--- src/uart_params.svh ---
`ifndef UART_PARAMS_SVH
`define UART_PARAMS_SVH

//////////////////// Character format

// One start bit, 8 data bits, one stop bit
`define UART_DATA_BITS 8

// Bytes per link frame, index 0 goes out first
`define UART_FRAME_BYTES 4

//////////////////// Bit timing

`define UART_OVERSAMPLE 16     // Ticks per bit
`define UART_STOP_TICKS 16     // Ticks in the stop bit

// 100 MHz / (9600 * 16) rounds to 651
`define UART_BAUD_DIV 651

//////////////////// Link mode markers

// Frame A..A sets link mode
`define UART_MARK_SET 8'd65

// Frame C..C clears link mode
`define UART_MARK_CLEAR 8'd67

`endif

--- src/uart_pkg.sv ---
`include "uart_params.svh"

package uart_pkg;

    // One data byte on the wire
    typedef logic [`UART_DATA_BITS-1:0] uart_byte_t;

    // Whole frame with element 0 sent or received first
    typedef uart_byte_t [`UART_FRAME_BYTES-1:0] uart_frame_t;

    //////////////////// Byte links

    // Receiver to frame assembler
    typedef struct packed {
        logic       valid;  // One-cycle pulse per byte
        uart_byte_t data;   // Held until the next byte lands
    } rx_byte_t;

    // Frame sender to transmitter
    typedef struct packed {
        logic       start;  // One-cycle pulse while the transmitter idles
        uart_byte_t data;   // Sampled with start
    } tx_byte_t;

    //////////////////// Receive report

    // Top-level receive output
    typedef struct packed {
        logic        frame_valid;  // Pulse per completed frame
        uart_frame_t frame;        // Last four bytes in arrival order
        logic        link_mode;    // Sticky marker flag
    } rx_report_t;

endpackage

--- src/baud_tick_gen.sv ---
`timescale 1ns/1ps
`include "uart_params.svh"

module baud_tick_gen #(
    parameter int CLKS_PER_TICK = `UART_BAUD_DIV  // Clocks per 16x tick
) (
    input  logic clk_100MHz,
    input  logic reset,
    output logic tick          // One-cycle pulse every CLKS_PER_TICK
);

    // At least one bit even for a divide by one
    localparam int CNT_W = (CLKS_PER_TICK > 1) ? $clog2(CLKS_PER_TICK) : 1;
    localparam logic [CNT_W-1:0] LAST_CNT = CNT_W'(CLKS_PER_TICK - 1);

    logic [CNT_W-1:0] cnt;  // Free running, wraps on LAST_CNT

    always_ff @(posedge clk_100MHz or posedge reset) begin
        if (reset) begin
            cnt <= '0;
        end else if (cnt == LAST_CNT) begin
            cnt <= '0;  // Wrap
        end else begin
            cnt <= cnt + 1'b1;
        end
    end

    // Tick on the last count of each period
    assign tick = (cnt == LAST_CNT);

endmodule

--- src/uart_rx.sv ---
`timescale 1ns/1ps
`include "uart_params.svh"

module uart_rx import uart_pkg::*; (
    input  logic     clk_100MHz,
    input  logic     reset,
    input  logic     tick,     // 16x oversampling tick
    input  logic     rx,       // Serial line, idles high
    output rx_byte_t rx_byte
);

    localparam int TICK_W = $clog2(`UART_OVERSAMPLE);
    localparam int BIT_W  = $clog2(`UART_DATA_BITS);

    localparam logic [TICK_W-1:0] MID_TICK  = TICK_W'(`UART_OVERSAMPLE / 2 - 1);
    localparam logic [TICK_W-1:0] LAST_TICK = TICK_W'(`UART_OVERSAMPLE - 1);
    localparam logic [TICK_W-1:0] STOP_LAST = TICK_W'(`UART_STOP_TICKS - 1);
    localparam logic [BIT_W-1:0]  LAST_BIT  = BIT_W'(`UART_DATA_BITS - 1);

    typedef enum logic [1:0] {st_idle, st_start, st_data, st_stop} state_t;

    state_t            state, state_next;
    logic [TICK_W-1:0] tick_cnt, tick_cnt_next;  // Ticks inside current bit
    logic [BIT_W-1:0]  bit_cnt, bit_cnt_next;    // Data bits taken so far
    uart_byte_t        shift_reg, shift_next;    // Assembles LSB first
    uart_byte_t        data_q;                   // Last complete byte
    logic              valid_next;
    logic              valid_q;
    logic [1:0]        rx_sync;                  // Two-flop synchronizer
    logic              rx_line;

    assign rx_line = rx_sync[1];

    //////////////////// Registers
    always_ff @(posedge clk_100MHz or posedge reset) begin
        if (reset) begin
            rx_sync  <= '1;  // Line idles high
            state    <= st_idle;
            tick_cnt <= '0;
            bit_cnt  <= '0;
            valid_q  <= 1'b0;
        end else begin
            rx_sync  <= {rx_sync[0], rx};
            state    <= state_next;
            tick_cnt <= tick_cnt_next;
            bit_cnt  <= bit_cnt_next;
            valid_q  <= valid_next;
        end
    end

    // Payload only
    always_ff @(posedge clk_100MHz) begin
        shift_reg <= shift_next;
        if (valid_next) begin
            data_q <= shift_reg;  // Stable until the next stop bit
        end
    end

    //////////////////// Next state
    always_comb begin
        state_next    = state;
        tick_cnt_next = tick_cnt;
        bit_cnt_next  = bit_cnt;
        shift_next    = shift_reg;
        valid_next    = 1'b0;
        unique case (state)
            st_idle: begin
                if (!rx_line) begin  // Falling edge, start bit
                    state_next    = st_start;
                    tick_cnt_next = '0;
                end
            end
            st_start: begin
                if (tick) begin
                    if (tick_cnt == MID_TICK) begin
                        // Middle of start bit, high means a glitch
                        state_next    = rx_line ? st_idle : st_data;
                        tick_cnt_next = '0;
                        bit_cnt_next  = '0;
                    end else begin
                        tick_cnt_next = tick_cnt + 1'b1;
                    end
                end
            end
            st_data: begin
                if (tick) begin
                    if (tick_cnt == LAST_TICK) begin  // Mid data bit
                        tick_cnt_next = '0;
                        shift_next    = {rx_line, shift_reg[`UART_DATA_BITS-1:1]};
                        if (bit_cnt == LAST_BIT) begin
                            state_next = st_stop;
                        end else begin
                            bit_cnt_next = bit_cnt + 1'b1;
                        end
                    end else begin
                        tick_cnt_next = tick_cnt + 1'b1;
                    end
                end
            end
            st_stop: begin
                if (tick) begin
                    if (tick_cnt == STOP_LAST) begin
                        state_next = st_idle;
                        valid_next = 1'b1;  // Byte complete
                    end else begin
                        tick_cnt_next = tick_cnt + 1'b1;
                    end
                end
            end
        endcase
    end

    assign rx_byte.valid = valid_q;
    assign rx_byte.data  = data_q;

endmodule

--- src/rx_frame_assembler.sv ---
`timescale 1ns/1ps
`include "uart_params.svh"

module rx_frame_assembler import uart_pkg::*; (
    input  logic       clk_100MHz,
    input  logic       reset,
    input  rx_byte_t   rx_byte,  // From receiver, valid pulses per byte
    output rx_report_t report
);

    localparam int CNT_W = $clog2(`UART_FRAME_BYTES);
    localparam logic [CNT_W-1:0] LAST_BYTE = CNT_W'(`UART_FRAME_BYTES - 1);

    uart_frame_t      frame_q;        // Shift register of received bytes
    uart_frame_t      frame_next;
    logic [CNT_W-1:0] byte_cnt;       // Position inside current frame
    logic             frame_valid_q;
    logic             link_mode_q;
    uart_byte_t       first_byte;     // Lands at index 0 on this shift
    uart_byte_t       last_byte;      // Incoming byte, last index

    // Older bytes move toward index 0, new byte enters at the top
    assign frame_next = {rx_byte.data, frame_q[`UART_FRAME_BYTES-1:1]};
    assign first_byte = frame_next[0];
    assign last_byte  = frame_next[`UART_FRAME_BYTES-1];

    always_ff @(posedge clk_100MHz) begin
        if (rx_byte.valid) begin
            frame_q <= frame_next;
        end
    end

    //////////////////// Frame boundary and markers
    always_ff @(posedge clk_100MHz or posedge reset) begin
        if (reset) begin
            byte_cnt      <= '0;
            frame_valid_q <= 1'b0;
            link_mode_q   <= 1'b0;
        end else begin
            frame_valid_q <= 1'b0;  // Single-cycle pulse
            if (rx_byte.valid) begin
                if (byte_cnt == LAST_BYTE) begin
                    byte_cnt      <= '0;
                    frame_valid_q <= 1'b1;
                    // Marker rule, A..A sets and C..C clears
                    if (first_byte == `UART_MARK_SET && last_byte == `UART_MARK_SET) begin
                        link_mode_q <= 1'b1;
                    end else if (first_byte == `UART_MARK_CLEAR &&
                                 last_byte == `UART_MARK_CLEAR) begin
                        link_mode_q <= 1'b0;
                    end
                end else begin
                    byte_cnt <= byte_cnt + 1'b1;
                end
            end
        end
    end

    // No back-pressure, the next frame overwrites
    assign report.frame_valid = frame_valid_q;
    assign report.frame       = frame_q;
    assign report.link_mode   = link_mode_q;

endmodule

--- src/tx_frame_sender.sv ---
`timescale 1ns/1ps
`include "uart_params.svh"

module tx_frame_sender import uart_pkg::*; (
    input  logic        clk_100MHz,
    input  logic        reset,
    input  logic        tx_req,    // Client request, four-phase
    input  uart_frame_t tx_frame,  // Stable while tx_req is high
    output logic        tx_ack,
    output tx_byte_t    tx_byte,   // To transmitter
    input  logic        tx_done    // End of stop bit
);

    localparam int IDX_W = $clog2(`UART_FRAME_BYTES);
    localparam logic [IDX_W-1:0] LAST_IDX = IDX_W'(`UART_FRAME_BYTES - 1);

    typedef enum logic [1:0] {st_idle, st_issue, st_wait_done, st_ack} state_t;

    state_t           state;
    logic [IDX_W-1:0] byte_idx;  // Byte being sent, 0 first
    uart_frame_t      frame_q;   // Latched client frame

    // Frame captured on the first edge with tx_req high
    always_ff @(posedge clk_100MHz) begin
        if (state == st_idle && tx_req) begin
            frame_q <= tx_frame;
        end
    end

    //////////////////// Handshake FSM
    always_ff @(posedge clk_100MHz or posedge reset) begin
        if (reset) begin
            state    <= st_idle;
            byte_idx <= '0;
        end else begin
            unique case (state)
                st_idle: begin
                    if (tx_req) begin
                        state    <= st_issue;
                        byte_idx <= '0;
                    end
                end
                st_issue: state <= st_wait_done;  // Start pulse lasts one cycle
                st_wait_done: begin
                    if (tx_done) begin
                        if (byte_idx == LAST_IDX) begin
                            state <= st_ack;  // Last stop bit done
                        end else begin
                            byte_idx <= byte_idx + 1'b1;
                            state    <= st_issue;
                        end
                    end
                end
                st_ack: begin
                    if (!tx_req) begin  // Ack drops one cycle after req
                        state <= st_idle;
                    end
                end
            endcase
        end
    end

    // Transmitter is back in idle whenever we reach issue
    assign tx_byte.start = (state == st_issue);
    assign tx_byte.data  = frame_q[byte_idx];
    assign tx_ack        = (state == st_ack);  // Held while client keeps req

endmodule

--- src/uart_tx.sv ---
`timescale 1ns/1ps
`include "uart_params.svh"

module uart_tx import uart_pkg::*; (
    input  logic     clk_100MHz,
    input  logic     reset,
    input  logic     tick,      // 16x oversampling tick
    input  tx_byte_t tx_byte,   // start pulse plus byte
    output logic     tx_done,   // Pulse on the last stop tick
    output logic     tx         // Serial line, idles high
);

    localparam int TICK_W = $clog2(`UART_OVERSAMPLE);
    localparam int BIT_W  = $clog2(`UART_DATA_BITS);

    localparam logic [TICK_W-1:0] LAST_TICK = TICK_W'(`UART_OVERSAMPLE - 1);
    localparam logic [TICK_W-1:0] STOP_LAST = TICK_W'(`UART_STOP_TICKS - 1);
    localparam logic [BIT_W-1:0]  LAST_BIT  = BIT_W'(`UART_DATA_BITS - 1);

    typedef enum logic [1:0] {st_idle, st_start, st_data, st_stop} state_t;

    state_t            state, state_next;
    logic [TICK_W-1:0] tick_cnt, tick_cnt_next;
    logic [BIT_W-1:0]  bit_cnt, bit_cnt_next;   // Data bits sent
    uart_byte_t        data_reg, data_next;     // Shifts right, LSB on the line
    logic              tx_reg, tx_next;         // Registered line, no glitches

    //////////////////// Registers
    always_ff @(posedge clk_100MHz or posedge reset) begin
        if (reset) begin
            state    <= st_idle;
            tick_cnt <= '0;
            bit_cnt  <= '0;
            tx_reg   <= 1'b1;  // Line high out of reset
        end else begin
            state    <= state_next;
            tick_cnt <= tick_cnt_next;
            bit_cnt  <= bit_cnt_next;
            tx_reg   <= tx_next;
        end
    end

    always_ff @(posedge clk_100MHz) begin
        data_reg <= data_next;
    end

    // tx_next always carries the level of the bit about to be on the line
    // Start bit runs to the 16th free-running tick, so the first one can be short
    always_comb begin
        state_next    = state;
        tick_cnt_next = tick_cnt;
        bit_cnt_next  = bit_cnt;
        data_next     = data_reg;
        tx_next       = tx_reg;
        tx_done       = 1'b0;
        unique case (state)
            st_idle: begin
                tx_next = 1'b1;
                if (tx_byte.start) begin
                    state_next    = st_start;
                    tick_cnt_next = '0;
                    data_next     = tx_byte.data;
                    tx_next       = 1'b0;  // Low on the next cycle
                end
            end
            st_start: begin
                if (tick) begin
                    if (tick_cnt == LAST_TICK) begin
                        state_next    = st_data;
                        tick_cnt_next = '0;
                        bit_cnt_next  = '0;
                        tx_next       = data_reg[0];  // First data bit
                    end else begin
                        tick_cnt_next = tick_cnt + 1'b1;
                    end
                end
            end
            st_data: begin
                if (tick) begin
                    if (tick_cnt == LAST_TICK) begin
                        tick_cnt_next = '0;
                        data_next     = data_reg >> 1;
                        if (bit_cnt == LAST_BIT) begin
                            state_next = st_stop;
                            tx_next    = 1'b1;  // Stop bit
                        end else begin
                            bit_cnt_next = bit_cnt + 1'b1;
                            tx_next      = data_reg[1];
                        end
                    end else begin
                        tick_cnt_next = tick_cnt + 1'b1;
                    end
                end
            end
            st_stop: begin
                if (tick) begin
                    if (tick_cnt == STOP_LAST) begin
                        state_next = st_idle;
                        tx_done    = 1'b1;
                    end else begin
                        tick_cnt_next = tick_cnt + 1'b1;
                    end
                end
            end
        endcase
    end

    assign tx = tx_reg;

endmodule

--- src/uart_link_top.sv ---
`timescale 1ns/1ps
`include "uart_params.svh"

module uart_link_top import uart_pkg::*; #(
    parameter int CLKS_PER_TICK = `UART_BAUD_DIV  // 9600 baud at 100 MHz
) (
    input  logic        clk_100MHz,
    input  logic        reset,
    input  logic        rx,        // Serial in
    output logic        tx,        // Serial out
    input  logic        tx_req,    // Client handshake
    input  uart_frame_t tx_frame,
    output logic        tx_ack,
    output rx_report_t  report     // Receive side frames and link mode
);

    logic     tick;     // Shared 16x tick
    rx_byte_t rx_byte;  // Receiver to assembler
    tx_byte_t tx_byte;  // Sender to transmitter
    logic     tx_done;

    baud_tick_gen #(
        .CLKS_PER_TICK(CLKS_PER_TICK)
    ) baud_tick_gen_i (
        .clk_100MHz(clk_100MHz),
        .reset(reset),
        .tick(tick)
    );

    //////////////////// Receive path
    uart_rx uart_rx_i (
        .clk_100MHz(clk_100MHz),
        .reset(reset),
        .tick(tick),
        .rx(rx),
        .rx_byte(rx_byte)
    );

    rx_frame_assembler rx_frame_assembler_i (
        .clk_100MHz(clk_100MHz),
        .reset(reset),
        .rx_byte(rx_byte),
        .report(report)
    );

    //////////////////// Transmit path
    tx_frame_sender tx_frame_sender_i (
        .clk_100MHz(clk_100MHz),
        .reset(reset),
        .tx_req(tx_req),
        .tx_frame(tx_frame),
        .tx_ack(tx_ack),
        .tx_byte(tx_byte),
        .tx_done(tx_done)
    );

    uart_tx uart_tx_i (
        .clk_100MHz(clk_100MHz),
        .reset(reset),
        .tick(tick),
        .tx_byte(tx_byte),
        .tx_done(tx_done),
        .tx(tx)
    );

endmodule

--- config.mk ---
export PLATFORM = sky130hd
export DESIGN_NAME = uart_link_top
export DESIGN_NICKNAME = d
export VERILOG_FILES = /design/src/uart_pkg.sv /design/src/baud_tick_gen.sv /design/src/uart_rx.sv /design/src/rx_frame_assembler.sv /design/src/tx_frame_sender.sv /design/src/uart_tx.sv /design/src/uart_link_top.sv
export VERILOG_INCLUDE_DIRS = /design/src /design/src/src
export SDC_FILE = /design/constraint.sdc
export NUM_CORES = 1
export LEC_CHECK = 0
export BUFFER_PORTS_ARGS = -buffer_cell sky130_fd_sc_hd__buf_2
export CAP_MARGIN = 10
export CORE_AREA = 2 2 102 104
export DETAILED_ROUTE_END_ITERATION = 6
export DIE_AREA = 0 0 104 106
export PLACE_DENSITY = 0.75
export SYNTH_ARGS = -nofsm -noshare
export SYNTH_HDL_FRONTEND = slang
export SYNTH_SLANG_ARGS = --single-unit
--- constraint.sdc ---
create_clock -name clk_100MHz -period 6.5 [get_ports clk_100MHz]
set_input_delay 0.65 -clock clk_100MHz [delete_from_list [all_inputs] [get_ports clk_100MHz]]
set_output_delay 0.65 -clock clk_100MHz [all_outputs]
set_load 0.02 [all_outputs]
## After elaboration in Yosys (flattened, before gate mapping)

Cells that the tools add are included.

| storage, ports and cells | value |
|---|---|
| register bits | 128 |
| input bits | 36 |
| output and inout port bits | 36 |
| word-level logic and storage cells | 184 |

| operators by class | value |
|---|---|
| $add $sub $neg | 7 |
| magnitude comparators | 1 |
| equal/unequal tests | 46 |
| mux-type cells | 79 |
| reduce and logical (&&, ||, !) cells | 25 |

Operators with widths:

| cell | number |
|---|---|
| two-way mux 2 bit | 25 |
| two-way mux 4 bit | 12 |
| equality test 8 x 7 -> 1 bit (second input constant) | 4 |
| two-way mux 8 bit | 4 |
| != test 2 bit (second input constant) | 16 |
| two-way mux 3 bit | 10 |
| one-hot mux 2 bit (4 select lines) | 3 |
| != test 2 x 1 -> 1 bit (second input constant) | 9 |
| binary-select mux 8 bit (select 2 bit) | 1 |
| equality test 2 bit (second input constant) | 8 |
| two-way mux 1 bit | 16 |
| one-hot mux 4 bit (4 select lines) | 1 |
| one-hot mux 8 bit (2 select lines) | 1 |
| AND reduction 8 bit | 2 |
| one-hot mux 3 bit (2 select lines) | 2 |
| one-hot mux 4 bit (3 select lines) | 1 |
| AND reduction 4 bit | 3 |
| AND reduction 6 bit | 2 |
| adder 10 x 1 -> 10 bit (second input constant) | 1 |
| equality test 10 bit (second input constant) | 1 |
| two-way mux 10 bit | 1 |
| AND reduction 5 bit | 2 |
| nonzero test 2 bit | 5 |
| AND reduction 3 bit | 3 |
| other kinds (14) | 25 |

## Depth between registers and ports, before layout

| logic depth | value |
|---|---|
| depth in word-level cells | 6 |
| gate-level depth with buffers | 7 |
| gate-level depth less buffers | 6 |

## Hierarchy

A second synthesis with hierarchy kept.

| second synthesis, totals | value |
|---|---|
| cell total of the unflattened synthesis | 340 |
| area total of the unflattened synthesis | 5335.1 µm² |

By module, submodules not included:

| module | instances | cells each | area an instance (µm²) | sequential area each (µm²) |
|---|---|---|---|---|
| tx_frame_sender | 1 | 67 | 1390.1 | 1061.0 |
| rx_frame_assembler | 1 | 53 | 1241.2 | 1061.0 |
| uart_rx | 1 | 82 | 1153.6 | 783.3 |
| uart_tx | 1 | 91 | 1022.2 | 491.7 |
| baud_tick_gen | 1 | 47 | 528.0 | 250.2 |

## Worst setup path after synthesis

Ideal clock, no wire load.

| timing | value |
|---|---|
| path type | input -> register |
| start | input port tx_req |
| end | register tx_frame_sender_i.byte_idx[1] |
| data arrival time | 3.576 ns |
| setup slack | 2.799 ns |
| stages | 3 |
| buffers on the path | 0 |
| path through | nor3b_1 -> nor2b_1 -> mux2_2 |

| between the ends | value |
|---|---|
| word-level cells in the longest chain between the ends | 2 |

Ends and longest elaborated chain:

| what | RTL line | text |
|---|---|---|
| start, declared | uart_link_top.sv:11 | `input logic tx_req,` |
| != test 2 bit (no line) | - |  |
| AND reduction 4 bit (no line) | - |  |
| end signal, assigned | tx_frame_sender.sv:49 | `byte_idx <= byte_idx + 1'b1;` |
| end, declared | tx_frame_sender.sv:20 | `logic [IDX_W-1:0] byte_idx;` |

Every way passes these cells.
A chain may end at the register's enable or synchronous reset.

## Final worst setup path

| timing | value |
|---|---|
| start | register baud_tick_gen_i.cnt[0] |
| end | register uart_rx_i.data_q[2] (enable) |

| between the ends | value |
|---|---|
| word-level cells in the longest chain between the ends | 3 |

Ends and longest elaborated chain:

| what | RTL line | text |
|---|---|---|
| start, declared | baud_tick_gen.sv:16 | `logic [CNT_W-1:0] cnt;` |
| start signal, assigned | baud_tick_gen.sv:24 | `cnt <= cnt + 1'b1;` |
| equality test 10 bit | baud_tick_gen.sv:29 | `assign tick = (cnt == LAST_CNT);` |
| two-way mux 1 bit | uart_rx.sv:101 | `if (tick) begin` |
| two-way mux 1 bit | uart_rx.sv:66 | `unique case (state)` |
| net uart_rx_i.valid_next | uart_rx.sv:27 | `logic valid_next;` |
| end signal, assigned | uart_rx.sv:55 | `data_q <= shift_reg;` |
| end, declared | uart_rx.sv:26 | `uart_byte_t data_q;` |

The timed path passes the listed nets, and every way through them passes these cells.

==> results_dict.tcl <==
set metrics [dict create \
    largest_register_ffs 32 \
    antenna_found_initial 0 \
    setup_tns_ns 0 \
    die-area_sq_mm 0.0110 \
    grt_pass1_vias 3152 \
    drc 0 \
    regMostFlops "tx_frame_sender_i.frame_q" \
    drt_iter0_drc 193 \
    crit_chain "inv_1 > ha_1 > and4b_1 > nand3_1 > nor4_2" \
    finalHoldViolCount 0 \
    ff2ff_path_depth 5 \
    critPathBufInv 1 \
    critPathArrivalTime_ns 2.80 \
    synth_nets 404 \
    required_ns 6.64 \
    die_h_microns 106 \
    synth_commonest_cells "edfxtp_1, dfrtp_1, inv_1, nor2_1, ha_1" \
    yosysWarnings 0 \
    setup_viol 0 \
    htree_levels 4 \
    dp_hpwl_mm 6.07 \
    synth_edf_count 88 \
    ctsHoldBuffers 0 \
    cts_made_buffers 17 \
    yosysMostFrequentCell "edfxtp_1" \
    synth.distinct_cells 65 \
    drive_gt1_share_pct 30.0 \
    place_congestion 0.755 \
    clk_latency_ns 0.52 \
    synth_top_area_cell "edfxtp_1" \
    tightest_slew_ns 0.953 \
    crit_path_end_kind "flop" \
    grtUsageTotal_pct 18.0 \
    grt_pass1_wl_mm 15.4 \
    vias 3200 \
    grt_max_degree 41 \
    post_cts_resized 0 \
    worstPathMaxFanout 12 \
    synth_cells 353 \
    antenna_left 0 \
    ys_async_sr_fraction_pct 31.3 \
    row_count 37 \
    syn_area_sq_mm 0.00535 \
    clk_path_buf_depth 2 \
    syn2layout_area_growth_pct 20.5 \
    leakage_nw 2.51 \
    synth.top_cell.area_share_pct 49.4 \
    cpPeakStageDelay_ns 0.94 \
    outcome "complete, no violations" \
    avgSynthCellArea_sq_um 15.1 \
    slew_headroom_pct 35.9 \
    wl_mm 9.04 \
    fin_hold_ws_ns 0.223 \
    crit_family "simple AND/OR/NAND/NOR gates" \
    ys_top_cells_by_area "edfxtp_1, dfrtp_1, ha_1, mux4_2, mux2_2" \
    cts_tree "built" \
    ys.flop_type "edfxtp_1" \
    hp-class "input port to flop" \
    vdd_drop_max_mv 0.243 \
    cp_num_cells 5 \
    nets 484 \
    ios 72 \
    period_needed_ns 2.66 \
    coreArea_sq_mm 0.0100 \
    clkSlewWorstSetupHoldPaths_ns 0.06 \
    clock-sinks 128 \
    fmax_mhz 376 \
    hold_depth 1 \
    yosys_register_bits 128 \
    drt-pass1-iter-count 4 \
    powerDensity_mw_per_mm2 344 \
    rsz0062_at_grt "false" \
    start_util_pct 53.5 \
    drv_slew 0 \
    fin_crit_sh_pct 40.9 \
    maxCapViolCount 0 \
    avgViaCountPerCell 5.50 \
    grt_overflow 0 \
    yosysSeqAreaShare_pct 68.2 \
    detail_route.wl_per_cell_microns 15.5 \
    cts_post_setup_buffers_inserted 0 \
    slowest_stage "nor4_2" \
    cp-start-kind "flop" \
    worst-setup-path-type "flop to flop" \
    finClkSkew_ns 0.00774 \
    die_w_microns 104 \
    antenna_cells 0 \
    ctsRootBufferMaster "clkbuf_8" \
    portBuffers 71 \
]
## where the power goes
part           internal (mW)  switching, mW  total (mW)
Clock                  0.617          0.325       0.943
Sequential             0.958         0.0309       0.989
Combinational          0.127          0.160       0.287
Total                   1.70          0.516        2.22
## cell type report
cell class | instances | area (sq um)
clock inverters | 12 | 166
clock buffers | 20 | 425
fillers | 745 | 3560
multi-input cells | 194 | 1580
flip-flops and latches | 128 | 3650
inverters | 17 | 63.8
repair buffers | 75 | 385
well taps | 136 | 170
## worst reg2reg max path, stage by stage (launching register included)
cell,delay (ns)
dfrtp_1,0.44
inv_1,0.08
ha_1,0.17
and4b_1,0.28
nand3_1,0.37
nor4_2,0.94
## cells in the final DEF, fill, tap and decap left out, types with 9 or more instances in the layout
cell type,netlist,layout
inv_1,17,17
nand2_1,13,13
mux2_2,11,11
edfxtp_1,88,88
dfrtp_1,37,37
ha_1,15,15
clkbuf_16,0,16
nor2_1,17,17
nand3_1,9,9
buf_2,3,71
## metal layers
layer  up-vias  wire, microns  part of all wire, %  track usage [%]
li1       1535              -                    -                -
met1      1547           3900                   43             21.7
met2       103           4420                   49             29.0
met3        15            538                  6.0             6.50
met4         0            183                  2.0             8.78
met5         -              0                    0                0
## path summary, 6_finish.rpt
kind                                              from  slack [ns]                                  to
worst max-delay path            baud_tick_gen_i.cnt[0]        3.84                 uart_rx_i.data_q[2]
worst min-delay path                                rx        0.22                uart_rx_i.rx_sync[0]
worst max register to register  baud_tick_gen_i.cnt[0]        3.84                 uart_rx_i.data_q[2]
worst min register to register    uart_rx_i.rx_sync[0]        0.36                uart_rx_i.rx_sync[1]
max in group asynchronous                        reset        5.86                        uart_tx_i.tx
min in group asynchronous                        reset        0.25  rx_frame_assembler_i.frame_valid_q
## cells by family after synthesis
logic type,count (synthesis),synth area share [%]
AOI/OAI and AO/OA,51,7.19
xor gates and xnor gates,7,1.15
adders and majority gates,15,3.51
buffers and inverters,31,2.39
DFF,128,68.2
muxes,26,7.05
and+or+nand+nor,95,10.5
## stage by stage
| stage | cell area (sq um) | std cells | total power [mW] | setup slack (ns) | util (%) |
|---|---|---|---|---|---|
| CTS | 6440 | 582 | 2.24 | 3.77 | 64.4 |
| floorplan | 5350 | 353 | 1.22 | 2.80 | - |
| finish | 6440 | 582 | 2.22 | 3.84 | 64.4 |
| detailed placement | 5850 | 550 | 1.29 | 3.79 | 58.5 |
| global placement | 5850 | 550 | 1.28 | 3.99 | 58.5 |
| global route | 6440 | 582 | 2.32 | 3.73 | 64.4 |
(Power assumes the default switching activity.)
